File: src/octree_defines.svh
`ifndef OCTREE_DEFINES_SVH
`define OCTREE_DEFINES_SVH

// tree geometry
`define OCT_TREE_LEVEL      4
`define OCT_MAX_TREES       4
`define OCT_TREE_STRIDE     19

// local memory map, in 64-bit words
`define OCT_TREE_START      0
`define OCT_FEATURE_START   80
`define OCT_FEATURE_LENGTH  10

// first node slot of each level inside a tree
`define OCT_SLOT_BASE_L1    1
`define OCT_SLOT_BASE_L2    9

// feature hash
`define OCT_PRIME_0         31
`define OCT_PRIME_1         29
`define OCT_PRIME_2         23
`define OCT_PRIME_3         19
`define OCT_HASH_LIMIT      54
`define OCT_HASH_SHIFT      36

// queue depths
`define OCT_CHILD_DEPTH     16
`define OCT_ANCHOR_DEPTH    128

`endif

File: src/octree_geom_pkg.sv
`include "octree_defines.svh"

package octree_geom_pkg;

  typedef logic [1:0] level_t;
  typedef logic [2:0] offset_t;

  // {level, offset0 .. offset3}, offset0 is the tree index
  typedef logic [2+3*`OCT_TREE_LEVEL-1:0] node_pos_t;

  typedef logic [7:0] child_mask_t;
  typedef logic [3:0] ones_count_t;

  // eight offsets, entry k at bits 3k+2:3k
  typedef logic [23:0] ones_list_t;

  // {position, ones list, ones count}
  typedef logic [41:0] queue_entry_t;

  typedef logic [9:0]  sram_addr_t;
  typedef logic [63:0] sram_word_t;
  typedef logic [3:0]  tree_idx_t;

endpackage

File: src/search_ctrl_pkg.sv
package search_ctrl_pkg;

  typedef enum logic [1:0] {
    SEQ_IDLE,
    SEQ_SEARCH,
    SEQ_OUT,
    SEQ_DONE
  } seq_state_t;

  typedef enum logic [2:0] {
    FETCH_IDLE,
    FETCH_ROOT,
    FETCH_POP,
    FETCH_WAIT,
    FETCH_EXPAND,
    FETCH_DRAIN
  } fetch_state_t;

  typedef enum logic [1:0] {
    GATH_IDLE,
    GATH_POP,
    GATH_WAIT,
    GATH_READ
  } gather_state_t;

endpackage

File: src/search_sequencer.sv
`timescale 1ns/1ns
`include "octree_defines.svh"

module search_sequencer
  import octree_geom_pkg::*;
  import search_ctrl_pkg::*;
(
  input  logic                       clk,
  input  logic                       rst_n,
  input  logic                       search_start,
  input  tree_idx_t                  tree_num,
  input  logic [`OCT_TREE_LEVEL-1:0] lod_active,
  input  logic                       fetch_done,
  input  logic                       gather_done,
  input  sram_addr_t                 fetch_addr,
  input  logic                       fetch_cen,
  input  sram_addr_t                 gather_addr,
  input  logic                       gather_cen,
  output logic                       fetch_start,
  output logic                       gather_start,
  output tree_idx_t                  tree_idx,
  output logic [`OCT_TREE_LEVEL-1:0] lod_mask,
  output logic                       search_done,
  output logic                       mem_cen,
  output logic                       mem_gwen,
  output sram_addr_t                 mem_addr,
  output sram_word_t                 mem_wdata
);

  seq_state_t state;
  tree_idx_t  tree_total;

  always_ff @(posedge clk or negedge rst_n) begin
    if (!rst_n) begin
      state        <= SEQ_IDLE;
      tree_idx     <= '0;
      tree_total   <= '0;
      lod_mask     <= '0;
      fetch_start  <= 1'b0;
      gather_start <= 1'b0;
      search_done  <= 1'b0;
    end else begin
      fetch_start  <= 1'b0;
      gather_start <= 1'b0;
      search_done  <= 1'b0;
      case (state)
        SEQ_IDLE: begin
          if (search_start) begin
            lod_mask   <= lod_active;
            tree_idx   <= '0;
            tree_total <= (tree_num > tree_idx_t'(`OCT_MAX_TREES)) ?
                          tree_idx_t'(`OCT_MAX_TREES) : tree_num;
            if (tree_num == '0) begin
              search_done <= 1'b1;
              state       <= SEQ_DONE;
            end else begin
              fetch_start <= 1'b1;
              state       <= SEQ_SEARCH;
            end
          end
        end
        SEQ_SEARCH: begin
          if (fetch_done) begin
            gather_start <= 1'b1;
            state        <= SEQ_OUT;
          end
        end
        SEQ_OUT: begin
          if (gather_done) begin
            if (tree_idx == tree_total - 1'b1) begin
              search_done <= 1'b1;
              state       <= SEQ_DONE;
            end else begin
              tree_idx    <= tree_idx + 1'b1;
              fetch_start <= 1'b1;
              state       <= SEQ_SEARCH;
            end
          end
        end
        default: state <= SEQ_IDLE;
      endcase
    end
  end

  ////////////////////
  // local memory port
  ////////////////////

  assign mem_cen   = (state == SEQ_SEARCH) ? fetch_cen :
                     (state == SEQ_OUT)    ? gather_cen : 1'b1;
  assign mem_addr  = (state == SEQ_SEARCH) ? fetch_addr :
                     (state == SEQ_OUT)    ? gather_addr : '0;
  // read only
  assign mem_gwen  = 1'b1;
  assign mem_wdata = '0;

  // a request from the phase that does not own the port would be lost
  a_fetch_owns : assert property (@(posedge clk) disable iff (!rst_n)
    !fetch_cen |-> state == SEQ_SEARCH);
  a_gather_owns : assert property (@(posedge clk) disable iff (!rst_n)
    !gather_cen |-> state == SEQ_OUT);

endmodule

File: config.mk
export PLATFORM = sky130hd
export DESIGN_NAME = search_sequencer
export DESIGN_NICKNAME = d
export VERILOG_FILES = /design/src/octree_geom_pkg.sv /design/src/search_ctrl_pkg.sv /design/src/search_sequencer.sv
export VERILOG_INCLUDE_DIRS = /design/src
export SDC_FILE = /design/constraint.sdc
export NUM_CORES = 1
export LEC_CHECK = 0
export BUFFER_PORTS_ARGS = -buffer_cell sky130_fd_sc_hd__buf_2
export CAP_MARGIN = 20
export CORE_MARGIN = 2
export CORE_UTILIZATION = 35
export CTS_CLUSTER_SIZE = 28
export DETAILED_ROUTE_END_ITERATION = 6
export PLACE_DENSITY = 0.71
export SLEW_MARGIN = 10
export SYNTH_ARGS = -nofsm -noshare
export SYNTH_HDL_FRONTEND = slang
export SYNTH_SLANG_ARGS = --single-unit
File: constraint.sdc
create_clock -name clk -period 1.9 [get_ports clk]
set_input_delay 0.19 -clock clk [delete_from_list [all_inputs] [get_ports clk]]
set_output_delay 0.19 -clock clk [all_outputs]
set_load 0.05 [all_outputs]
# Word level (Yosys, flattened, before mapping)
# Cells that the tools add are included.
[classes] reduce_logical=6 n_mux=27 addsub=2 n_lt_le_gt_ge=1 n_eq_ne=7
[ops] op="$mux W10" count=2
[ops] op="$mux W4" count=4
[ops] op="$mux W1" count=12
[ops] op="$mux W2" count=5
[ops] op="$ne A2 B2 Y1 const B" count=4
[ops] op="$pmux W4 S2" count=1
[ops] op="$pmux W2 S3" count=1
[ops] op="$add A4 B1 Y4 const B" count=1
[ops] op="$eq A4 B4 Y1" count=1
[ops] op="$gt A4 B3 Y1 const B" count=1
[ops] op="$logic_not A4 Y1" count=1
[ops] op="$pmux W1 S2" count=2
[ops] op="$reduce_and A4 Y1" count=1
[ops] op="$sub A4 B1 Y4 const B" count=1
[ops] op="$reduce_and A3 Y1" count=1
[ops] op="$eq A2 B1 Y1 const B" count=1
[ops] op="$eq A2 B2 Y1 const B" count=1
[ops] op="$logic_not A2 Y1" count=1
[ops] op="$reduce_and A2 Y1" count=1
[ops] op="$reduce_bool A2 Y1" count=1
[totals] reg_bits=17 in_bits=35 word_cells=50

# Logic depth before layout (Yosys ltp)
[depth] ltp_word=5 depth_mapped=7 ltp_nobuf=7

# Worst setup path after synthesis
# Ideal clock, no wire load.
[synth_timing] path_kind="register to register" startpoint="register tree_idx[2]" endpoint="register tree_idx[3]" stages_incl_launch_ff=6 arrival_time_ns=1.857 n_path_buf=0 path_slack_ns=-0.036 required_ns=1.821 period_less_slack_ns=1.936 cell_sequence="dfrtp_1 > xor3_1 > nor3_2 > a31oi_4 > nand4_1 > mux2i_1"
[synth_via] elab_chain_cells=4 word_cells_on_any_way=7 cone_classes="add/sub (1); eq/ne (2); mux (3); reduce/logical (1)"
[synth_lines] element="start, declared" line_no="search_sequencer.sv:21" rtl="output tree_idx_t tree_idx,"
[synth_lines] element="start signal, assigned" line_no="search_sequencer.sv:74" rtl="tree_idx <= tree_idx + 1'b1;"
[synth_lines] element="$add A4 B1 Y4" line_no="search_sequencer.sv:74"
[synth_lines] element="$mux W4" line_no="search_sequencer.sv:70" rtl="if (tree_idx == tree_total - 1'b1) begin"
[synth_lines] element="$mux W4" line_no="search_sequencer.sv:69" rtl="if (gather_done) begin"
[synth_lines] element="$pmux W4 S2" line_no="search_sequencer.sv:46" rtl="case (state)"
# Parallel ways exist; a longest one is shown, timed or not. The select of a mux whose other input is x is not followed.
# A chain may end at the register's enable or synchronous reset.

# Worst setup path in the final report
[layout_timing] startpoint="register state[1]" endpoint="output mem_addr[7]"
[layout_via] elab_chain_cells=3 word_cells_on_any_way=4 cone_classes="eq/ne (2); mux (2)"
[layout_lines] element="start, declared" line_no="search_sequencer.sv:30" rtl="seq_state_t state;"
[layout_lines] element="start signal, assigned" line_no="search_sequencer.sv:35" rtl="state <= SEQ_IDLE;"
[layout_lines] element="start signal, assigned" line_no="search_sequencer.sv:55" rtl="state <= SEQ_DONE;"
[layout_lines] element="start signal, assigned" line_no="search_sequencer.sv:58" rtl="state <= SEQ_SEARCH;"
[layout_lines] element="$eq A2 B2 Y1" line_no="search_sequencer.sv:92" rtl="(state == SEQ_OUT) ? gather_addr : '0;"
[layout_lines] element="$mux W10" line_no="search_sequencer.sv:92"
[layout_lines] element="$mux W10 (*)" line_no="search_sequencer.sv:91" rtl="assign mem_addr = (state == SEQ_SEARCH) ? fetch_addr :"
[layout_lines] element="end, declared" line_no="search_sequencer.sv:26" rtl="output sram_addr_t mem_addr,"
# Every way passes the cells marked *; elsewhere a longest branch is shown, timed or not.

==> metrics.md <==
| Metric | Value |
|---|---|
| Switch Pwr | `1600 uW` |
| Antenna Nets Post-Route | `0` |
| Worst slew margin | `61.2%` |
| Asr flop ratio synth | `100%` |
| Reg2reg path depth | `7` |
| Synth top cells by count | `buf_4 (65), nand2_1 (19), dfrtp_1 (17)` |
| Clock slew at reported path FFs | `0.06 ns` |
| Post-synth EDFFs | `0` |
| Comb pwr share | `67.5%` |
| Max FO, Critical Path | `11` |
| Non-filler cells, final | `271` |
| Mapped Avg Cell Area | `8.74 um2` |
| WP buf/inv | `1` |
| Slew Limit Fails | `0` |
| CTS Buf Count | `3` |
| Dpl hpwl | `2.22 mm` |
| Antenna violations before repair | `0` |
| Post-CTS setup buffer count | `0` |
| Tot Pwr | `2700 uW` |
| Clock Path Buffers | `2` |
| Final Cycle Share | `96.1%` |
| Final TNS setup | `0 ns` |
| Required time worst endpoint | `1.71 ns` |
| IO Count | `122` |
| Final nets | `259` |
| Internal power | `1100 uW` |
| DR vias/cell | `3.87` |
| Leakage power | `0.000925 uW` |
| Hold Crit Depth | `3` |
| Yosys warns | `0` |
| GRT Total Usage | `10.5%` |
| Clock share of power | `9.9%` |
| Worst path slowest cell | `dfrtp_1` |
| CP top delay family | `flip-flops` |
| Finished Cell Area | `1580 um2` |
| Starting Density | `36.3%` |
| Max Clk Rate | `547 MHz` |
| MaxCap Viol Count | `0` |
| Layout cell share with drive strength beyond 1 | `29.4%` |
| Height of the chip | `68.2 um` |
| Main synth FF type | `dfrtp_1` |
| DP Area | `1530 um2` |
| CTS tree | `done` |
| Vias in the first global route | `827` |
| Startpoint types | `flip-flop` |
| Crit-path cells | `and2b_1, a22o_1, buf_2` |
| CTS sink cnt | `17` |
| Final Hold Fails | `0` |
| Die Wd | `68.2 um` |
| Most common cell in the synthesized netlist | `buf_4` |
| Critical path arrival | `1.64 ns` |
| Port bufs | `56` |
| Sequential share of the synthesized area | `29.5%` |
| Area Growth Syn to Fin | `9.90%` |
| Antenna diode count | `0` |
| Largest cells by area after synthesis | `buf_4 (34%), dfrtp_1 (30%), a22o_1 (6.1%)` |
| Hold Crit Class | `in2reg` |
| Largest stage delay on the critical path | `0.47 ns` |
| Global-route wire length before repair | `3.78 mm` |
| DRT iter0 DRCs | `61` |
| Fillers | `411` |
| Mapped cell area | `1440 um2` |
| Max VDD drop | `356 uV` |
| Setup CP Type | `reg2out` |
| Drt total wl | `2.68 mm` |
| CP Depth | `3` |
| Sw frac | `59.3%` |
| Post-Place Cells | `266` |
| RSZ-0062 raised after global routing | `false` |
| Clock root cell | `clkbuf_8` |
| Wire length per cell | `9.87 um` |
| GRT overflow | `0` |
| Share of the synthesized area in the top cell type | `33.9%` |
| Largest net degree at the start of global routing | `18` |
| Endpoint class of the critical path | `output port` |
| Die ar. | `4650 um2` |
| Final Setup Violations | `0` |
| Minimum clock period | `1.83 ns` |
| Via count | `1049` |
| Register share of total power | `22.6%` |
| Multi-input logic area | `733 um2` |
| DRC viols | `0` |
| Status | `completed` |
| Final Skew | `0.00324 ns` |
| Cell count after synthesis | `165` |
| Worst-Margin Slew | `0.576 ns` |
| Area leader, netlist | `buf_4` |
| Register area | `427 um2` |
| Pwr per Cell Area | `1700 nW/um2` |
| Number of synthesized register bits | `17` |
| DR pass1 iterations | `4` |
| Core footprint | `3970 um2` |
| Gpl congestion | `0.774` |
| Row count | `23` |
| Unique masters post-synth | `31` |
| Worst skew pair latency | `0.25 ns` |
| # H-tree levels | `1` |
## what timing repair did
action                                  4_1_cts  5_1_grt
hold buffers                                  1        0
endpoints found under the setup margin        0       10
gates resized for setup                       0        1
endpoints found under the hold margin        17        0
## kinds of logic (layout without fill, tap and decap cells)
| group | after synthesis | in the layout | synth area share [%] |
|---|---|---|---|
| compound gates | 23 | 23 | 12.5 |
| xor+xnor | 5 | 5 | 4.08 |
| fa+ha+maj | 2 | 2 | 1.74 |
| buf+inv | 74 | 67 | 36.2 |
| flops | 17 | 17 | 29.5 |
| mux | 3 | 3 | 2.08 |
| other cells | 2 | 65 | 0.521 |
| simple gates | 39 | 39 | 13.4 |
## cells in the final DEF (no fill, tap or decap), types with 2 or more instances in the layout
| cell | count |
|---|---|
| a21oi_1 | 2 |
| a22o_1 | 10 |
| and2_1 | 2 |
| and2b_1 | 2 |
| buf_2 | 56 |
| clkbuf_8 | 3 |
| conb_1 | 65 |
| dfrtp_1 | 16 |
| ha_1 | 2 |
| inv_1 | 5 |
| mux2i_1 | 3 |
| nand2_1 | 19 |
| nand2b_1 | 3 |
| nand3_1 | 3 |
| nor2_1 | 3 |
| o21ai_0 | 5 |
| xnor2_1 | 3 |
## final cells by class
type                    count  share of cell area, %
clock buffers               4                   2.84
inverters                   5                   1.18
multi-input cells         137                   46.3
flip-flops and latches     17                   26.9
well taps                  50                   3.95
repair buffers             58                   18.8
## power by group through the flow
stage / Clock, uW / Combinational [uW] / Sequential, uW
final: 266 / 1820 / 611
after global routing: 289 / 1950 / 635
after CTS: 270 / 1830 / 609
after detailed placement: 0 / 1830 / 612
after global placement: 0 / 1810 / 609
after floorplan: 0 / 1340 / 871
## path summary, 6_finish.rpt
kind | from | to | slack, ns
worst max-delay path | state[1] | mem_addr[7] | 0.07
worst min-delay path | lod_active[2] | lod_mask[2] | 0.13
worst max register to register | tree_total[0] | fetch_start | 0.21
worst min register to register | lod_mask[2] | lod_mask[2] | 0.47
max in group asynchronous | rst_n | tree_idx[2] | 1.23
min in group asynchronous | rst_n | lod_mask[2] | 0.38
## through the flow
step	setup WS, ns	util (%)	hold slack [ns]
floorplan	0.0734	-	-0.106
global placement	0.287	38.4	0.132
detailed placement	0.214	38.4	0.135
CTS	0.0486	39.8	0.133
global route	0.00116	39.9	0.145
finish	0.0732	39.9	0.127
## layer usage
layer  up-vias  global-route usage [%]  part of all wire [%]
met1       479                    13.8                    42
met3         4                    1.48                   6.5
met5         -                       0                     0
li1        519                       -                     -
met2        47                    17.5                    50
met4         0                    3.75                   1.3
## flip-flops by register name, indices dropped and copies added, names as in the netlist
| signal | flops |
|---|---|
| lod_mask | 4 |
| tree_idx | 4 |
| tree_total | 4 |
| state | 2 |
| fetch_start | 1 |
| gather_start | 1 |
| search_done | 1 |
## worst min-delay path: stages
cell and delay [ns]:
buf_2 0.08, nand2_1 0.04, nand2_1 0.04
No activity file was read; power rests on OpenSTA's default activity.
