==> src/octree_defines.svh <==
`ifndef OCTREE_DEFINES_SVH
`define OCTREE_DEFINES_SVH

// tree geometry
`define OCT_TREE_LEVEL      4
`define OCT_MAX_TREES       4
`define OCT_TREE_STRIDE     19

// local memory map, in 64-bit words
`define OCT_TREE_START      0
`define OCT_FEATURE_START   80
`define OCT_FEATURE_LENGTH  10

// first node slot of each level inside a tree
`define OCT_SLOT_BASE_L1    1
`define OCT_SLOT_BASE_L2    9

// feature hash
`define OCT_PRIME_0         31
`define OCT_PRIME_1         29
`define OCT_PRIME_2         23
`define OCT_PRIME_3         19
`define OCT_HASH_LIMIT      54
`define OCT_HASH_SHIFT      36

// queue depths
`define OCT_CHILD_DEPTH     16
`define OCT_ANCHOR_DEPTH    128

`endif

==> src/octree_geom_pkg.sv <==
`include "octree_defines.svh"

package octree_geom_pkg;

  typedef logic [1:0] level_t;
  typedef logic [2:0] offset_t;

  // {level, offset0 .. offset3}, offset0 is the tree index
  typedef logic [2+3*`OCT_TREE_LEVEL-1:0] node_pos_t;

  typedef logic [7:0] child_mask_t;
  typedef logic [3:0] ones_count_t;

  // eight offsets, entry k at bits 3k+2:3k
  typedef logic [23:0] ones_list_t;

  // {position, ones list, ones count}
  typedef logic [41:0] queue_entry_t;

  typedef logic [9:0]  sram_addr_t;
  typedef logic [63:0] sram_word_t;
  typedef logic [3:0]  tree_idx_t;

endpackage

==> src/search_ctrl_pkg.sv <==
package search_ctrl_pkg;

  typedef enum logic [1:0] {
    SEQ_IDLE,
    SEQ_SEARCH,
    SEQ_OUT,
    SEQ_DONE
  } seq_state_t;

  typedef enum logic [2:0] {
    FETCH_IDLE,
    FETCH_ROOT,
    FETCH_POP,
    FETCH_WAIT,
    FETCH_EXPAND,
    FETCH_DRAIN
  } fetch_state_t;

  typedef enum logic [1:0] {
    GATH_IDLE,
    GATH_POP,
    GATH_WAIT,
    GATH_READ
  } gather_state_t;

endpackage

==> src/feature_gather.sv <==
`timescale 1ns/1ns
`include "octree_defines.svh"

module feature_gather
  import octree_geom_pkg::*;
  import search_ctrl_pkg::*;
(
  input  logic         clk,
  input  logic         rst_n,
  input  logic         search_start,
  input  logic         gather_start,
  input  queue_entry_t anchor_rd_data,
  input  logic         anchor_empty,
  input  sram_word_t   mem_rdata,
  output logic         anchor_rd_en,
  output sram_addr_t   gather_addr,
  output logic         gather_cen,
  output logic         out_cen,
  output logic         out_gwen,
  output sram_addr_t   out_addr,
  output sram_word_t   out_wdata,
  output logic         gather_done
);

  localparam logic [7:0] PRIMES [4] = '{`OCT_PRIME_0, `OCT_PRIME_1, `OCT_PRIME_2, `OCT_PRIME_3};

  gather_state_t state;

  node_pos_t   ent_pos;
  ones_list_t  ent_list;
  ones_count_t ent_cnt;
  ones_count_t anc_idx;
  logic [3:0]  word_idx;

  node_pos_t   anc_pos;
  logic [7:0]  hash_acc;
  logic [5:0]  hash_low;
  logic [6:0]  code;

  logic        rd_valid;
  logic        out_we;
  sram_addr_t  out_ptr;

  assign {ent_pos, ent_list, ent_cnt} = anchor_rd_data;

  ////////////////////
  // anchor position and hash
  ////////////////////

  always_comb begin
    anc_pos = ent_pos;
    anc_pos[11 - 3*ent_pos[13:12] -: 3] = ent_list[3*anc_idx +: 3];
    hash_acc = '0;
    // only offsets up to the anchor level take part
    for (int i = 0; i < `OCT_TREE_LEVEL; i++) begin
      if (i <= int'(ent_pos[13:12])) begin
        hash_acc = hash_acc ^ ((8'(anc_pos[11-3*i -: 3]) + 8'd1) * PRIMES[i]);
      end
    end
  end

  assign hash_low = hash_acc[5:0];
  assign code     = (hash_low > 6'(`OCT_HASH_LIMIT)) ? 7'(hash_low)
                                                     : 7'(hash_low) + 7'(`OCT_HASH_SHIFT);

  assign gather_addr = sram_addr_t'(`OCT_FEATURE_START)
                     + sram_addr_t'(`OCT_FEATURE_LENGTH) * sram_addr_t'(code)
                     + sram_addr_t'(word_idx);
  assign gather_cen  = (state != GATH_READ);

  ////////////////////
  // drain FSM
  ////////////////////

  always_ff @(posedge clk or negedge rst_n) begin
    if (!rst_n) begin
      state        <= GATH_IDLE;
      anc_idx      <= '0;
      word_idx     <= '0;
      anchor_rd_en <= 1'b0;
      gather_done  <= 1'b0;
    end else begin
      anchor_rd_en <= 1'b0;
      gather_done  <= 1'b0;
      case (state)
        GATH_IDLE: begin
          if (gather_start) begin
            state <= GATH_POP;
          end
        end
        GATH_POP: begin
          if (!anchor_empty) begin
            anchor_rd_en <= 1'b1;
            state        <= GATH_WAIT;
          end else begin
            // lands together with the last output write
            gather_done <= 1'b1;
            state       <= GATH_IDLE;
          end
        end
        GATH_WAIT: begin
          anc_idx  <= '0;
          word_idx <= '0;
          state    <= GATH_READ;
        end
        GATH_READ: begin
          if (word_idx == 4'(`OCT_FEATURE_LENGTH - 1)) begin
            word_idx <= '0;
            if (anc_idx == ent_cnt - 1'b1) begin
              state <= GATH_POP;
            end else begin
              anc_idx <= anc_idx + 1'b1;
            end
          end else begin
            word_idx <= word_idx + 1'b1;
          end
        end
        default: state <= GATH_IDLE;
      endcase
    end
  end

  ////////////////////
  // output write
  ////////////////////

  always_ff @(posedge clk or negedge rst_n) begin
    if (!rst_n) begin
      rd_valid <= 1'b0;
      out_we   <= 1'b0;
      out_ptr  <= '0;
    end else begin
      rd_valid <= (state == GATH_READ);
      out_we   <= rd_valid;
      if ((state == GATH_IDLE) && search_start) begin
        out_ptr <= '0;
      end else if (out_we) begin
        out_ptr <= out_ptr + 1'b1;
      end
    end
  end

  always_ff @(posedge clk) begin
    if (rd_valid) begin
      out_wdata <= mem_rdata;
    end
  end

  assign out_cen  = ~out_we;
  assign out_gwen = ~out_we;
  assign out_addr = out_ptr;

endmodule

==> config.mk <==
export PLATFORM = sky130hd
export DESIGN_NAME = feature_gather
export DESIGN_NICKNAME = d
export VERILOG_FILES = /design/src/octree_geom_pkg.sv /design/src/search_ctrl_pkg.sv /design/src/feature_gather.sv
export VERILOG_INCLUDE_DIRS = /design/src
export SDC_FILE = /design/constraint.sdc
export NUM_CORES = 1
export LEC_CHECK = 0
export ABC_AREA = 1
export BUFFER_PORTS_ARGS = -buffer_cell sky130_fd_sc_hd__buf_4
export CELL_PAD_IN_SITES_DETAIL_PLACEMENT = 1
export CELL_PAD_IN_SITES_GLOBAL_PLACEMENT = 1
export CORE_MARGIN = 5
export CORE_UTILIZATION = 40
export CTS_CLUSTER_DIAMETER = 150
export DETAILED_ROUTE_END_ITERATION = 8
export PLACE_DENSITY = 0.95
export SLEW_MARGIN = 25
export SYNTH_ARGS = -nofsm -noshare
export SYNTH_HDL_FRONTEND = slang
export SYNTH_SLANG_ARGS = --single-unit
==> constraint.sdc <==
create_clock -name clk -period 12.6 [get_ports clk]
set_input_delay 0.63 -clock clk [delete_from_list [all_inputs] [get_ports clk]]
set_output_delay 0.63 -clock clk [all_outputs]
set_load 0.1 [all_outputs]
# [Yosys cells after proc, flatten, opt, wreduce, memory -nomap -nowiden]
# Index checks and enable logic that the tools add are counted.
[totals] ff_bits=88 input_bits=111 output_inout_bits=89 wordCells=77
[op_classes] n_addsub=13 multipliers=7 order_cmp=4 n_eq_ne=10 n_shift=3 muxes=21 n_bitwise=4 reduce_logical=6
[ops] op="$neg 32->34" count=1
[ops] op="$shift 3x34->16 const A" count=1
[ops] op="$shiftx 3x34->16" count=1
[ops] op="$mul 4x5->6 const B" count=4
[ops] op="$shiftx 24x7->3" count=1
[ops] op="$mux 10" count=2
[ops] op="$mux 6" count=3
[ops] op="$xor 6x6->6" count=3
[ops] op="$add 3x1->4 const B" count=4
[ops] op="$pmux 4 s2" count=2
[ops] op="$bwmux 14" count=1
[ops] op="$mux 4" count=3
[ops] op="$add 10x1->10 const B" count=1
[ops] op="$add 10x4->10" count=1
[ops] op="$add 7x10->10 const A" count=1
[ops] op="$ne 2x2->1 const B" count=5
[ops] op="$mul 3x7->9 const A" count=1
[ops] op="$add 4x1->4 const B" count=2
[ops] op="$mux 2" count=4
[ops] op="$pmux 2 s4" count=1
[ops] op="$add 6x6->7 const B" count=1
[ops] op="$mux 7" count=1
[ops] op="$gt 6x6->1 const B" count=1
[ops] op="$mul 2x4->6 const A" count=1
[ops] op="other kinds (15)" count=22

# [Longest topological paths before layout]
[logic_depth] ltp_word=18 ltp_mapped=47 mapped_depth_nobuf=45

# [Worst setup path before layout]
# Ideal clock, no wire load.
[synth_path] path_type="input to output" from="input anchor_rd_data[40]" to="output gather_addr[8]" t_arrival_ns=8.504 required_time_ns=11.970 setup_slack_ns=3.466 stages=43 n_path_buf=2 path_cell_list="buf_2 -> clkinv_1 -> ha_1 -> buf_4 -> inv_2 -> nand3b_1 -> nor2_1 -> nor2_2 -> nand3_1 -> nor2_1 -> o21a_1 -> nand2_1 -> o21ai_0 -> ha_1 -> xor2_1 -> inv_1 -> fa_1 -> inv_1 -> [7 not listed] -> inv_1 -> xor2_1 -> ha_1 -> nand3_1 -> nand2_1 -> inv_2 -> nor2_4 -> nand3_4 -> nand2_1 -> o21ai_1 -> ha_1 -> ha_1 -> nand2_1 -> nor2_1 -> a211oi_1 -> xor2_1 -> a21oi_1 -> xnor2_1"
[synth_via] elab_chain_cells=18 elab_cells_between_ends=29 classes_between="9 x add/sub; 6 x mul; 4 x order compare; 2 x shift; 5 x mux; 3 x bitwise"
[synth_lines] element="from (decl)" line="feature_gather.sv:12" source="input queue_entry_t anchor_rd_data,"
[synth_lines] element="$mul 2x2->4" line="feature_gather.sv:52" source="anc_pos[11 - 3*ent_pos[13:12] -: 3] = ent_list[3*anc_idx +: 3];"
[synth_lines] element="$sub 4x4->5" line="feature_gather.sv:52"
[synth_lines] element="$neg 32->34" line="feature_gather.sv:52"
[synth_lines] element="$shiftx 3x34->16 / $shift 3x34->16 (equally long branches)" line="feature_gather.sv:52"
[synth_lines] element="$bwmux 14" line="feature_gather.sv:52"
[synth_lines] element="$add 3x1->4" line="feature_gather.sv:57" source="hash_acc = hash_acc ^ ((8'(anc_pos[11-3*i -: 3]) + 8'd1) * PRIMES[i]);"
[synth_lines] element="$mul 4x5->6" line="feature_gather.sv:57"
[synth_lines] element="$xor 6x6->6" line="feature_gather.sv:57"
[synth_lines] element="[2 not listed]"
[synth_lines] element="$mux 6" line="feature_gather.sv:56" source="if (i <= int'(ent_pos[13:12])) begin"
[synth_lines] element="$xor 6x6->6" line="feature_gather.sv:57"
[synth_lines] element="$mux 6 *" line="feature_gather.sv:56"
[synth_lines] element="$add 6x6->7 / $gt 6x6->1 (equally long branches)" line="feature_gather.sv:64, feature_gather.sv:63"
[synth_lines] element="$mux 7 *" line="feature_gather.sv:63" source="assign code = (hash_low > 6'(`OCT_HASH_LIMIT)) ? 7'(hash_low)"
[synth_lines] element="$mul 3x7->9 *" line="feature_gather.sv:67" source="+ sram_addr_t'(`OCT_FEATURE_LENGTH) * sram_addr_t'(code)"
[synth_lines] element="$add 7x10->10 *" line="feature_gather.sv:66" source="assign gather_addr = sram_addr_t'(`OCT_FEATURE_START)"
[synth_lines] element="$add 10x4->10 *" line="feature_gather.sv:66"
[synth_lines] element="to (decl)" line="feature_gather.sv:16" source="output sram_addr_t gather_addr,"
# Mark *: on every way between the ends. The rest lies on a longest branch, timed or not.

# [Final worst setup path]
# Ends and elaborated chain as after synthesis.

==> impl_metrics.tcl <==
set metrics [dict create \
    numCtsBuffers 9 \
    post-route-min-period_ps 8950 \
    synthArstFlopShare_pct 27.3 \
    worst_path_max_delay_cell "fa_1" \
    n_antenna_cell 0 \
    hold_viol 0 \
    critPathMaxFanout 10 \
    crit_arrival_ps 8320 \
    fp.dieW_um 130 \
    grt_pass1_vias 5340 \
    dp_hpwl_um 15400 \
    cp-start-kind "input port" \
    max-clock-path-buffers 2 \
    grt_pass1_wl_um 28500 \
    clock-sinks 88 \
    synthFlopType "edfxtp_1" \
    crit_path_end_kind "primary output" \
    io-pin-count 200 \
    cap_violations 0 \
    syn-cell-area_mm2 0.00574 \
    htreeDepth 3 \
    critPathKind "in -> out" \
    synth_top_area_share_pct 33.5 \
    clock_skew_ps 6.38 \
    antenna_found_initial 0 \
    clkTransAtPathRegs_ps 60 \
    post_cts_buffers 0 \
    status "finished clean" \
    worst_path_largest_cell_delay_ps 510 \
    first_pass_iters 4 \
    drt_wl_total_um 18500 \
    io_buffers 199 \
    overflow 0 \
    yosys_warnings 0 \
    drt-initial-drc-count 211 \
    syn_avg_cell_area_um2 9.12 \
    finalCoreUtilization_pct 55.1 \
    ys_seq_elements 88 \
    cts-resized-gates 0 \
    timing.final.crit_share_pct 71.0 \
    insertion_delay_ps 340 \
    ant_nets 0 \
    synth_cell_types 43 \
    cts_tree "built" \
    required_ps 11970 \
    gp_congestion 0.837 \
    via_per_inst 4.95 \
    synth_edf_count 64 \
    num_vias 5026 \
    rsz0062_at_grt "false" \
    std_cell_rows 43 \
    die_y_um 130 \
    finalMaxSlewViolations 0 \
    drc 0 \
    synth-seq-area-share_pct 44.0 \
    grtUsageTotal_pct 22.2 \
    grt_max_degree 66 \
    yosysTopAreaCell "edfxtp_1" \
    cts-root-buf "clkbuf_16" \
    fin_nets 1000 \
    fmax_ghz 0.112 \
    holdCritPathClass "in -> async" \
    fp.dieArea_mm2 0.0168 \
    holdBufCountCts 0 \
    tns_ps 0 \
    core-area_mm2 0.0140 \
    floorplan.initialDensity_pct 41.0 \
    avgRoutedWirePerCell_um 18.2 \
    finalSetupViolCount 0 \
    drive_above_1_share_pct 30.3 \
    slew_headroom_pct 42.4 \
    syn-num-nets 798 \
    tightest_slew_ps 864 \
    yosys-top-cells-area "edfxtp_1, ha_1, dfrtp_1, nand2_1, inv_1" \
    syn_inst 629 \
    area_delta_synth_final_pct 34.4 \
]
==> cell type report <==
cell class,instances,area [µm²]
Clock buffer,10,229
Clock inverter,5,82.6
Fill cell,1652,6280
Inverter,107,402
Multi-Input combinational cell,425,2750
Sequential cell,88,2520
Tap cell,180,225
Timing Repair Buffer,200,1500
==> sequential cells by signal, summed over array words and instances (netlist names) <==
name          flops
out_wdata        64
out_addr         10
anc_idx           4
word_idx          4
state             2
anchor_rd_en      1
gather_done       1
out_we            1
rd_valid          1
==> per-layer routing <==
layer | vias to the layer above | routed length [µm] | share of wire (%) | GRT usage (%)
met1 | 2422 | 7260 | 39 | 26.0
met5 | - | 0 | 0 | 0
met3 | 29 | 903 | 4.9 | 4.01
li1 | 2445 | - | - | -
met4 | 0 | 477 | 2.6 | 6.60
met2 | 130 | 9810 | 53 | 41.3
==> cell families after synthesis <==
logic type / count (synthesis) / synth area share, %
AOI/OAI and AO/OA: 53 / 5.34
xor gates and xnor gates: 45 / 7.13
adders and majority gates: 58 / 13.4
buffers and inverters: 116 / 8.16
DFF: 88 / 44.0
muxes: 1 / 0.196
and+or+nand+nor: 268 / 21.8
==> critical path: cells and delay by family <==
kind                     cells  cell delay (ps)
AND/OR/NAND/NOR             14             1230
XOR/XNOR                     6             1300
AO/OA/AOI/OAI                5             1120
adder cells (fa/ha/maj)      8             2780
buffers and inverters       10             1210
==> placed cells by master, fill, tap and decap left out, drive strengths merged, types with 3 or more instances in the layout <==
| master | synthesis | layout |
|---|---|---|
| a21oi | 16 | 16 |
| buf | 8 | 200 |
| clkbuf | 1 | 10 |
| clkinv | 2 | 5 |
| dfrtp | 24 | 24 |
| edfxtp | 64 | 64 |
| fa | 6 | 6 |
| ha | 52 | 52 |
| inv | 105 | 105 |
| nand2 | 157 | 157 |
| nand3 | 55 | 55 |
| nand4 | 8 | 8 |
| nor2 | 33 | 33 |
| nor3 | 9 | 9 |
| nor3b | 3 | 3 |
| o21ai | 22 | 22 |
| xnor2 | 21 | 21 |
| xor2 | 24 | 24 |
==> cells in the mapped netlist (3+ instances only) <==
| cell type | instances |
|---|---|
| nand2_1 | 142 |
| inv_1 | 98 |
| edfxtp_1 | 64 |
| ha_1 | 52 |
| nand3_1 | 48 |
| nor2_1 | 29 |
| dfrtp_1 | 24 |
| xor2_1 | 22 |
| xnor2_1 | 21 |
| o21ai_0 | 18 |
| a21oi_1 | 16 |
| nand2_2 | 12 |
| nor3_1 | 9 |
| inv_2 | 7 |
| nand4_1 | 7 |
| fa_1 | 6 |
| nand3_2 | 6 |
| buf_4 | 4 |
| o21ai_1 | 4 |
| nand2_4 | 3 |
| nor3b_1 | 3 |
==> worst paths after layout <==
path	start	to	slack, ps	cells past startpoint
setup / recovery	anchor_rd_data[40]	gather_addr[8]	3650	43
hold / removal	rst_n	out_addr[1]$_DFFE_PN0P_	180	1
setup reg to reg	state[1]$_DFFE_PN0P_	out_addr[9]$_DFFE_PN0P_	10320	13
hold reg to reg	out_addr[8]$_DFFE_PN0P_	out_addr[8]$_DFFE_PN0P_	510	1
max in group asynchronous	rst_n	rd_valid$_DFF_PN0_	12140	1
min in group clk	mem_rdata[14]	out_wdata[14]$_DFFE_PP_	470	1
==> per-stage QoR <==
step | instance area, µm² | hold slack [ps] | std cells | setup WS [ps]
CTS | 7710 | 190 | 1015 | 3570
global placement | 7400 | 491 | 1000 | 4010
detailed placement | 7400 | 497 | 1000 | 3610
floorplan | 5740 | 334 | 629 | 3470
global route | 7710 | 193 | 1015 | 2920
finish | 7710 | 184 | 1015 | 3650
Power is not shown: default switching activity piles up to over one toggle a cycle in this logic, so the estimate is an artifact.
