===== src/octree_defines.svh =====
`ifndef OCTREE_DEFINES_SVH
`define OCTREE_DEFINES_SVH

// tree geometry
`define OCT_TREE_LEVEL      4
`define OCT_MAX_TREES       4
`define OCT_TREE_STRIDE     19

// local memory map, in 64-bit words
`define OCT_TREE_START      0
`define OCT_FEATURE_START   80
`define OCT_FEATURE_LENGTH  10

// first node slot of each level inside a tree
`define OCT_SLOT_BASE_L1    1
`define OCT_SLOT_BASE_L2    9

// feature hash
`define OCT_PRIME_0         31
`define OCT_PRIME_1         29
`define OCT_PRIME_2         23
`define OCT_PRIME_3         19
`define OCT_HASH_LIMIT      54
`define OCT_HASH_SHIFT      36

// queue depths
`define OCT_CHILD_DEPTH     16
`define OCT_ANCHOR_DEPTH    128

`endif


===== src/octree_geom_pkg.sv =====
`include "octree_defines.svh"

package octree_geom_pkg;

  typedef logic [1:0] level_t;
  typedef logic [2:0] offset_t;

  // {level, offset0 .. offset3}, offset0 is the tree index
  typedef logic [2+3*`OCT_TREE_LEVEL-1:0] node_pos_t;

  typedef logic [7:0] child_mask_t;
  typedef logic [3:0] ones_count_t;

  // eight offsets, entry k at bits 3k+2:3k
  typedef logic [23:0] ones_list_t;

  // {position, ones list, ones count}
  typedef logic [41:0] queue_entry_t;

  typedef logic [9:0]  sram_addr_t;
  typedef logic [63:0] sram_word_t;
  typedef logic [3:0]  tree_idx_t;

endpackage


===== src/search_ctrl_pkg.sv =====
package search_ctrl_pkg;

  typedef enum logic [1:0] {
    SEQ_IDLE,
    SEQ_SEARCH,
    SEQ_OUT,
    SEQ_DONE
  } seq_state_t;

  typedef enum logic [2:0] {
    FETCH_IDLE,
    FETCH_ROOT,
    FETCH_POP,
    FETCH_WAIT,
    FETCH_EXPAND,
    FETCH_DRAIN
  } fetch_state_t;

  typedef enum logic [1:0] {
    GATH_IDLE,
    GATH_POP,
    GATH_WAIT,
    GATH_READ
  } gather_state_t;

endpackage


===== src/node_fetch.sv =====
`timescale 1ns/1ns
`include "octree_defines.svh"

module node_fetch
  import octree_geom_pkg::*;
  import search_ctrl_pkg::*;
(
  input  logic                       clk,
  input  logic                       rst_n,
  input  logic                       fetch_start,
  input  tree_idx_t                  tree_idx,
  input  logic [`OCT_TREE_LEVEL-1:0] lod_mask,
  input  sram_word_t                 mem_rdata,
  input  queue_entry_t               child_rd_data,
  input  logic                       child_empty,
  output sram_addr_t                 fetch_addr,
  output logic                       fetch_cen,
  output logic                       child_wr_en,
  output queue_entry_t               child_wr_data,
  output logic                       child_rd_en,
  output logic                       anchor_wr_en,
  output queue_entry_t               anchor_wr_data,
  output logic                       fetch_done
);

  fetch_state_t state;

  // request stage
  node_pos_t   req_pos;
  logic        req_valid;
  logic [6:0]  slot;
  ones_count_t exp_idx;
  node_pos_t   exp_pos;

  // popped child entry
  node_pos_t   ent_pos;
  ones_list_t  ent_list;
  ones_count_t ent_cnt;

  // response stage
  logic        rd_valid;
  node_pos_t   rd_pos;
  logic [1:0]  rd_lane;
  level_t      rd_lvl;
  level_t      push_lvl;
  logic [15:0] lane_bits;
  child_mask_t child_mask;
  child_mask_t anchor_mask;
  ones_list_t  child_list;
  ones_list_t  anchor_list;
  ones_count_t child_cnt;
  ones_count_t anchor_cnt;
  logic        busy;

  // set bits of a mask, lowest first
  function automatic void decode_mask(input child_mask_t m, output ones_list_t list,
                                      output ones_count_t cnt);
    ones_count_t n;
    n    = '0;
    list = '0;
    for (int j = 0; j < 8; j++) begin
      if (m[j]) begin
        list[3*n +: 3] = offset_t'(j);
        n              = n + 1'b1;
      end
    end
    cnt = n;
  endfunction

  assign {ent_pos, ent_list, ent_cnt} = child_rd_data;

  ////////////////////
  // node address
  ////////////////////

  always_comb begin
    case (req_pos[13:12])
      2'd0:    slot = '0;
      2'd1:    slot = 7'(`OCT_SLOT_BASE_L1) + 7'(req_pos[8:6]);
      default: slot = 7'(`OCT_SLOT_BASE_L2) + {1'b0, req_pos[8:6], 3'b000} + 7'(req_pos[5:3]);
    endcase
  end

  // four 16-bit lanes per word
  assign fetch_addr = sram_addr_t'(`OCT_TREE_START)
                    + sram_addr_t'(`OCT_TREE_STRIDE) * sram_addr_t'(req_pos[11:9])
                    + sram_addr_t'(slot[6:2]);
  assign fetch_cen  = ~req_valid;

  // next child of the popped entry
  always_comb begin
    exp_pos = ent_pos;
    exp_pos[11 - 3*ent_pos[13:12] -: 3] = ent_list[3*exp_idx +: 3];
  end

  assign busy = req_valid | rd_valid | child_wr_en | anchor_wr_en;

  ////////////////////
  // walk FSM
  ////////////////////

  always_ff @(posedge clk or negedge rst_n) begin
    if (!rst_n) begin
      state       <= FETCH_IDLE;
      req_valid   <= 1'b0;
      req_pos     <= '0;
      exp_idx     <= '0;
      child_rd_en <= 1'b0;
      fetch_done  <= 1'b0;
    end else begin
      req_valid   <= 1'b0;
      child_rd_en <= 1'b0;
      fetch_done  <= 1'b0;
      case (state)
        FETCH_IDLE: begin
          if (fetch_start) begin
            state <= FETCH_ROOT;
          end
        end
        FETCH_ROOT: begin
          req_pos   <= {2'd0, offset_t'(tree_idx[2:0]), 9'd0};
          req_valid <= 1'b1;
          state     <= FETCH_DRAIN;
        end
        FETCH_POP: begin
          if (!child_empty) begin
            child_rd_en <= 1'b1;
            state       <= FETCH_WAIT;
          end else begin
            fetch_done <= 1'b1;
            state      <= FETCH_IDLE;
          end
        end
        // entry lands on rd_data here
        FETCH_WAIT: begin
          exp_idx <= '0;
          state   <= FETCH_EXPAND;
        end
        FETCH_EXPAND: begin
          req_pos   <= exp_pos;
          req_valid <= 1'b1;
          if (exp_idx == ent_cnt - 1'b1) begin
            state <= FETCH_DRAIN;
          end else begin
            exp_idx <= exp_idx + 1'b1;
          end
        end
        // let queued pushes settle before checking for empty
        FETCH_DRAIN: begin
          if (!busy) begin
            state <= FETCH_POP;
          end
        end
        default: state <= FETCH_IDLE;
      endcase
    end
  end

  ////////////////////
  // mask decode and queue push
  ////////////////////

  assign rd_lvl    = rd_pos[13:12];
  assign push_lvl  = rd_lvl + 2'd1;
  assign lane_bits = mem_rdata[16*rd_lane +: 16];

  always_comb begin
    for (int j = 0; j < 8; j++) begin
      child_mask[j]  = lane_bits[2*j];
      anchor_mask[j] = lane_bits[2*j+1];
    end
    decode_mask(child_mask, child_list, child_cnt);
    decode_mask(anchor_mask, anchor_list, anchor_cnt);
  end

  always_ff @(posedge clk or negedge rst_n) begin
    if (!rst_n) begin
      rd_valid     <= 1'b0;
      rd_pos       <= '0;
      rd_lane      <= '0;
      child_wr_en  <= 1'b0;
      anchor_wr_en <= 1'b0;
    end else begin
      rd_valid     <= req_valid;
      rd_pos       <= req_pos;
      rd_lane      <= slot[1:0];
      // nodes stop at level 2
      child_wr_en  <= rd_valid && (child_cnt != '0) && (rd_lvl < 2'd2) && lod_mask[push_lvl];
      anchor_wr_en <= rd_valid && (anchor_cnt != '0) && lod_mask[rd_lvl];
    end
  end

  always_ff @(posedge clk) begin
    child_wr_data  <= {push_lvl, rd_pos[11:0], child_list, child_cnt};
    anchor_wr_data <= {push_lvl, rd_pos[11:0], anchor_list, anchor_cnt};
  end

endmodule


===== config.mk =====
export PLATFORM = sky130hd
export DESIGN_NAME = node_fetch
export DESIGN_NICKNAME = d
export VERILOG_FILES = /design/src/octree_geom_pkg.sv /design/src/search_ctrl_pkg.sv /design/src/node_fetch.sv
export VERILOG_INCLUDE_DIRS = /design/src
export SDC_FILE = /design/constraint.sdc
export NUM_CORES = 1
export LEC_CHECK = 0
export ABC_AREA = 1
export BUFFER_PORTS_ARGS = -buffer_cell sky130_fd_sc_hd__buf_2
export CELL_PAD_IN_SITES_DETAIL_PLACEMENT = 1
export CELL_PAD_IN_SITES_GLOBAL_PLACEMENT = 1
export CORE_MARGIN = 5
export CORE_UTILIZATION = 40
export CTS_BUF_LIST = sky130_fd_sc_hd__clkbuf_8
export CTS_CLUSTER_SIZE = 16
export DETAILED_ROUTE_END_ITERATION = 8
export HOLD_SLACK_MARGIN = 0.05
export PLACE_DENSITY = 0.89
export SLEW_MARGIN = 10
export SYNTH_ARGS = -nofsm -noshare
export SYNTH_HDL_FRONTEND = slang
export SYNTH_SLANG_ARGS = --single-unit
export TNS_END_PERCENT = 5

===== constraint.sdc =====
create_clock -name clk -period 10.2 [get_ports clk]
set_input_delay 2.04 -clock clk [delete_from_list [all_inputs] [get_ports clk]]
set_output_delay 2.04 -clock clk [all_outputs]
set_load 0.02 [all_outputs]

=== Word-level counts from Yosys, hierarchy flattened ===
Cells that the tools add are included.

* Word-level logic and storage cells: 194
* Bits in registers: 127
* Bits of input ports: 118
* Output and inout port bits: 99

* Equal/unequal tests: 11
* Multiplexer cells: 61
* Order comparisons: 3
* Shift-type cells: 32
* Multiply operators: 17
* Add/sub/neg operators: 37
* Reduce and logical (&&, ||, !) cells: 14
* Bitwise operators: 6

{| class="wikitable"
|+ Operators by type and width
! kind !! count
|-
| negator 6 -> 34 bit || 14
|-
| variable shift 3 x 34 -> 24 bit (first input constant) || 14
|-
| variable part select 3 x 34 -> 24 bit (first input constant) || 14
|-
| 2-to-1 mux 24 bit || 14
|-
| bitwise mux 24 bit || 12
|-
| multiplier 2 x 4 -> 6 bit (first input constant) || 15
|-
| variable part select 64 x 7 -> 16 bit || 1
|-
| adder 4 x 1 -> 4 bit (second input constant) || 15
|-
| 2-to-1 mux 4 bit || 15
|-
| AND 24 bit || 2
|-
| negator 32 -> 34 bit || 1
|-
| variable shift 3 x 34 -> 16 bit (first input constant) || 1
|-
| variable part select 3 x 34 -> 16 bit || 1
|-
| one-hot mux 14 bit (2 select lines) || 1
|-
| variable part select 24 x 7 -> 3 bit || 1
|-
| one-hot mux 3 bit (6 select lines) || 1
|-
| bitwise mux 14 bit || 1
|-
| one-hot mux 7 bit (2 select lines) || 1
|-
| adder 8 x 5 -> 9 bit || 1
|-
| 2-to-1 mux 1 bit || 9
|-
| 2-to-1 mux 3 bit || 3
|-
| multiplier 5 x 3 -> 8 bit (first input constant) || 1
|-
| inequality test 2 bit (second input constant) || 4
|-
| one-hot mux 4 bit (2 select lines) || 1
|-
| other kinds (26) || 38
|}

=== Longest topological paths before layout ===
* Word-level depth: 20
* Gate-level depth with buffers: 35
* Mapped depth without buffers: 32

=== Worst setup path after synthesis ===
OpenSTA, ideal clock, no wires.

* Path kind: input-to-reg
* Start: input mem_rdata[19]
* End: register anchor_wr_en
* Arrival: 6.195 ns
* Data required time: 10.079 ns
* Library setup time: 0.121 ns
* Stages on the path: 27
* Setup slack: 3.884 ns
* Path buffers: 0
* Path through: nand2_1 a32oi_1 fa_1 inv_1 ha_1 nand2_1 nand2_1 ha_1 nand2_1 nand2_2 inv_1 ha_1 inv_1 nor2_1 a21oi_2 ha_1 nor2_1 inv_1 nand2_1 inv_1 ha_1 nor2_1 inv_1 o21ai_0 nand2_1 nor2_1 a21oi_1

* Word-level cells in the longest chain between the ends: 17

{| class="wikitable"
|+ Ends and longest elaborated chain
! element !! line !! RTL
|-
| from (decl) || node_fetch.sv:13 || <nowiki>input sram_word_t mem_rdata,</nowiki>
|-
| variable part select 64 x 7 -> 16 bit (*) || node_fetch.sv:165 || <nowiki>assign lane_bits = mem_rdata[16*rd_lane +: 16];</nowiki>
|-
| 2-to-1 mux 4 bit (*) || node_fetch.sv:62 || <nowiki>if (m[j]) begin</nowiki>
|-
| adder 4 x 1 -> 4 bit || node_fetch.sv:64 || <nowiki>n = n + 1'b1;</nowiki>
|-
| 2-to-1 mux 4 bit (*) || node_fetch.sv:62 ||
|-
| adder 4 x 1 -> 4 bit || node_fetch.sv:64 ||
|-
| 2-to-1 mux 4 bit (*) || node_fetch.sv:62 ||
|-
| adder 4 x 1 -> 4 bit || node_fetch.sv:64 ||
|-
| 2-to-1 mux 4 bit (*) || node_fetch.sv:62 ||
|-
| adder 4 x 1 -> 4 bit || node_fetch.sv:64 ||
|-
| 2-to-1 mux 4 bit (*) || node_fetch.sv:62 ||
|-
| adder 4 x 1 -> 4 bit || node_fetch.sv:64 ||
|-
| 2-to-1 mux 4 bit (*) || node_fetch.sv:62 ||
|-
| adder 4 x 1 -> 4 bit || node_fetch.sv:64 ||
|-
| 2-to-1 mux 4 bit (*) || node_fetch.sv:62 ||
|-
| nonzero test 4 bit (*) || node_fetch.sv:189 || <nowiki>anchor_wr_en <= rd_valid && (anchor_cnt != '0) && lod_mask[rd_lvl];</nowiki>
|-
| logical AND 1 bit (*) (2 in a row) || node_fetch.sv:189 ||
|-
| to (signal assigned) || node_fetch.sv:189 ||
|-
| to (decl) || node_fetch.sv:21 || <nowiki>output logic anchor_wr_en,</nowiki>
|}

Every way passes the cells marked *; elsewhere a longest branch is shown, timed or not.
A chain may end at the register's enable or synchronous reset.

=== Final worst setup path ===
* Start: input mem_rdata[19]
* End: register anchor_wr_data[18]

* Word-level cells in the longest chain between the ends: 17

{| class="wikitable"
|+ Ends and longest elaborated chain
! element !! line !! RTL
|-
| variable part select 64 x 7 -> 16 bit (*) || node_fetch.sv:165 ||
|-
| 2-to-1 mux 4 bit || node_fetch.sv:62 ||
|-
| adder 4 x 1 -> 4 bit / multiplier 2 x 4 -> 6 bit (equally long branches) || node_fetch.sv:64, node_fetch.sv:63 ||
|-
| 2-to-1 mux 4 bit / negator 6 -> 34 bit (equally long branches) || node_fetch.sv:62, node_fetch.sv:63 ||
|-
| adder 4 x 1 -> 4 bit, or another cell as far along || node_fetch.sv:64 ||
|-
| 2-to-1 mux 4 bit, or another cell as far along || node_fetch.sv:62 ||
|-
| adder 4 x 1 -> 4 bit, or another cell as far along || node_fetch.sv:64 ||
|-
| 2-to-1 mux 4 bit, or another cell as far along || node_fetch.sv:62 ||
|-
| [... 2 more ...] || - ||
|-
| adder 4 x 1 -> 4 bit, or another cell as far along || node_fetch.sv:64 ||
|-
| 2-to-1 mux 4 bit, or another cell as far along || node_fetch.sv:62 ||
|-
| multiplier 2 x 4 -> 6 bit, or another cell as far along || node_fetch.sv:63 || <nowiki>list[3*n +: 3] = offset_t'(j);</nowiki>
|-
| negator 6 -> 34 bit / bitwise mux 24 bit (equally long branches) || node_fetch.sv:63 ||
|-
| variable part select 3 x 34 -> 24 bit, or another cell as far along || node_fetch.sv:63 ||
|-
| bitwise mux 24 bit || node_fetch.sv:63 ||
|-
| 2-to-1 mux 24 bit (*) || node_fetch.sv:62 ||
|-
| via anchor_list[14] || node_fetch.sv:50 || <nowiki>ones_list_t anchor_list;</nowiki>
|-
| to (signal assigned) || node_fetch.sv:195 || <nowiki>anchor_wr_data <= {push_lvl, rd_pos[11:0], anchor_list, anchor_cnt};</nowiki>
|-
| to (decl) || node_fetch.sv:22 || <nowiki>output queue_entry_t anchor_wr_data,</nowiki>
|}

Mark *: on every way through the listed nets, which the timed path passes. The rest lies on a longest branch.

==> results.yml <==
status:
  outcome: "completed"
synth:
  synthSimpleGateAreaFrac: 0.395
  synth_xor_area_frac: 0.0199
  ys_seq_area_frac: 0.281
  ys_ff_latch: 113
  synth-main-ff-cell: "dfxtp_1"
  async_flop_share: 0.381
  synth.distinct_cells: 58
  synth-compound-area-share: 0.0964
  yosysMostFrequentCell: "nand2_1"
  synth.avg_cell_area_sq_um: 6.82
  synth_top_family_by_area: "simple AND/OR/NAND/NOR gates"
  yosys_warnings: 0
  synthMuxAreaShare: 0
  synth-edff-count: 0
  syn-cell-area_sq_mm: 0.00882
  synth_area_leader_cell: "dfxtp_1"
  synthCells: 1293
  synth_common_cells: "nand2_1 (337), inv_1 (158), nor2_1 (138)"
  synth_area_leaders: "dfxtp_1 (16%), nand2_1 (14%), dfrtp_1 (12%)"
  synth_adder_area_share: 0.106
  yosys.area.top_type_share: 0.159
global_route:
  grt_pass1_vias: 9799
  antenna_found_initial: 4
  grt_max_degree: 44
  grt-ovfl-total: 0
  grt_usage: 0.229
  grt_pass1_wl_um: 46800
timing:
  min_period_over_period: 0.681
  setup_tns_ns: 0
  slew_headroom: 0.352
  final-max-slew-violation-count: 0
  setup_violations: 0
  finalHoldViolCount: 0
  fin_skew_ns: 0.0160
  worst_slew_pin_slew_ns: 0.972
  rsz0062_at_grt: "false"
  period_needed_ns: 6.95
  max_freq_ghz: 0.144
floorplanning:
  initial_core_util: 0.406
  die_w_um: 159
  dieArea_sq_mm: 0.0251
  die_y_um: 159
  core_sq_mm: 0.0218
  boundaryPins: 217
  rows: 54
detailed_routing:
  viasPerCell: 5.13
  first_iter_violations: 407
  postRouteAntennaNets: 0
  vias: 9173
  routed_wl_um: 28800
  drc_errors: 0
  wl_per_cell_um: 16.1
  drt_pre_antenna_iters: 5
worst_setup_path:
  critPathMaxFanout: 7
  crit_type: "in2reg"
  startpoint_type: "primary input"
  cp-end-kind: "flip-flop"
  crit_required_ns: 10.57
  cp.arrival_ns: 7.32
cts:
  cts_buffer_depth: 2
  path_clk_slew_ns: 0.08
  ctsHoldBuffers: 0
  ctsResizeCount: 0
  root_buffer: "clkbuf_8"
  cts_inserted_buffers: 17
  cts_tree: "built"
  cts_setup_buffers: 0
  insertion_delay_ns: 0.45
  h-tree-depth: 4
  clock-sinks: 113
layout:
  nFillCells: 2955
  layout-drive-gt1-share: 0.238
  syn2layout_area_growth_pct: 18.0
  layoutNonFillerInstCount: 1788
  layout.nets: 1683
run:
  maxCapViolCount: 0
min_path:
  hold_class: "reg2reg"
place:
  hpwl_um: 23600
  gp_congestion: 0.943
  dp_cells: 1754
  io_buffers: 213
[area by class of cell]
class / count / area, sq um / area share
Antenna cell: 2 / 5.00 / 0.000481
Clock buffer: 17 / 234 / 0.0225
Clock inverter: 15 / 160 / 0.0154
Inverter: 172 / 653 / 0.0627
Multi-Input combinational cell: 974 / 5450 / 0.523
Sequential cell: 113 / 2480 / 0.238
Tap cell: 280 / 350 / 0.0336
Timing Repair Buffer: 215 / 1080 / 0.104
[state kept, by name, indices dropped and copies added, names as in the netlist]
signal          count
anchor_wr_data     42
rd_valid            1
req_pos            14
exp_idx             4
child_wr_data      28
anchor_wr_en        1
rd_lane             2
rd_pos             14
child_rd_en         1
child_wr_en         1
fetch_done          1
state               3
req_valid           1
[worst paths after layout]
check	start	endpoint	cells past startpoint	slack, ns
max reg2reg	rd_lane[1]	anchor_wr_data[18]	26	3.83
max	mem_rdata[19]	anchor_wr_data[18]	27	3.25
min in group asynchronous	rst_n	req_pos[9]	1	1.75
min	rd_pos[3]	anchor_wr_data[31]	0	0.34
max in group asynchronous	rst_n	req_pos[0]	1	7.84
min reg2reg	rd_pos[3]	anchor_wr_data[31]	0	0.34
[stage by stage]
| stage | worst slack (ns) | util | area (sq um) | hold WS, ns |
|---|---|---|---|---|
| global placement | 3.08 | 0.460 | 10000 | 0.326 |
| global route | 2.95 | 0.479 | 10400 | 0.353 |
| finish | 3.25 | 0.479 | 10400 | 0.341 |
| CTS | 3.32 | 0.478 | 10400 | 0.342 |
| floorplan | 3.88 | - | 8830 | 0.324 |
| detailed placement | 2.87 | 0.460 | 10000 | 0.331 |
[placed cells by master, fill, tap and decap left out, types with 5 or more instances in the layout]
cell type,count
nand2_1,337
buf_2,213
inv_1,159
nor2_1,138
nand3_1,103
dfxtp_1,70
o21ai_0,68
ha_1,68
dfrtp_1,43
nand2_2,36
a21oi_1,31
nand4_1,28
nor3_1,22
nand3_2,17
clkbuf_8,17
nand2_4,16
o21ai_1,14
nor2_2,12
inv_2,11
xor2_1,8
o22ai_1,8
xnor2_1,7
clkinv_4,6
a32oi_1,5
nand3b_1,5
o211ai_1,5
[critical path, stage by stage]
cell	delay [ns]
buf_2	0.07
nand2_1	0.04
a32oi_1	0.64
fa_1	0.65
inv_1	0.21
ha_1	0.30
nand2_1	0.12
nand2_1	0.18
ha_1	0.33
nand2_1	0.08
nand2_2	0.18
inv_1	0.11
ha_1	0.29
inv_1	0.04
nor2_1	0.16
a21oi_2	0.07
ha_1	0.34
nor2_1	0.16
inv_1	0.06
nand2_1	0.13
inv_1	0.10
ha_1	0.33
nor2_1	0.16
inv_1	0.07
nor3_1	0.17
nand2_1	0.16
nand2_1	0.13
[routing by layer]
| metal | track usage | vias to the layer above | share of wire | wire length [um] |
|---|---|---|---|---|
| met2 | 0.409 | 202 | 0.50 | 14300 |
| met4 | 0.0699 | 4 | 0.027 | 780 |
| met1 | 0.278 | 4361 | 0.43 | 12300 |
| met3 | 0.0465 | 54 | 0.046 | 1340 |
| met5 | 0 | - | 0.0011 | 31 |
| li1 | - | 4552 | - | - |
[kinds of logic after synthesis]
group	after synthesis
fa+ha+maj	72
xor+xnor	17
simple gates	734
compound gates	149
flops	113
other cells	1
buf+inv	207
Power is not shown: default switching activity piles up to over one toggle a cycle in this logic, so the estimate is an artifact.
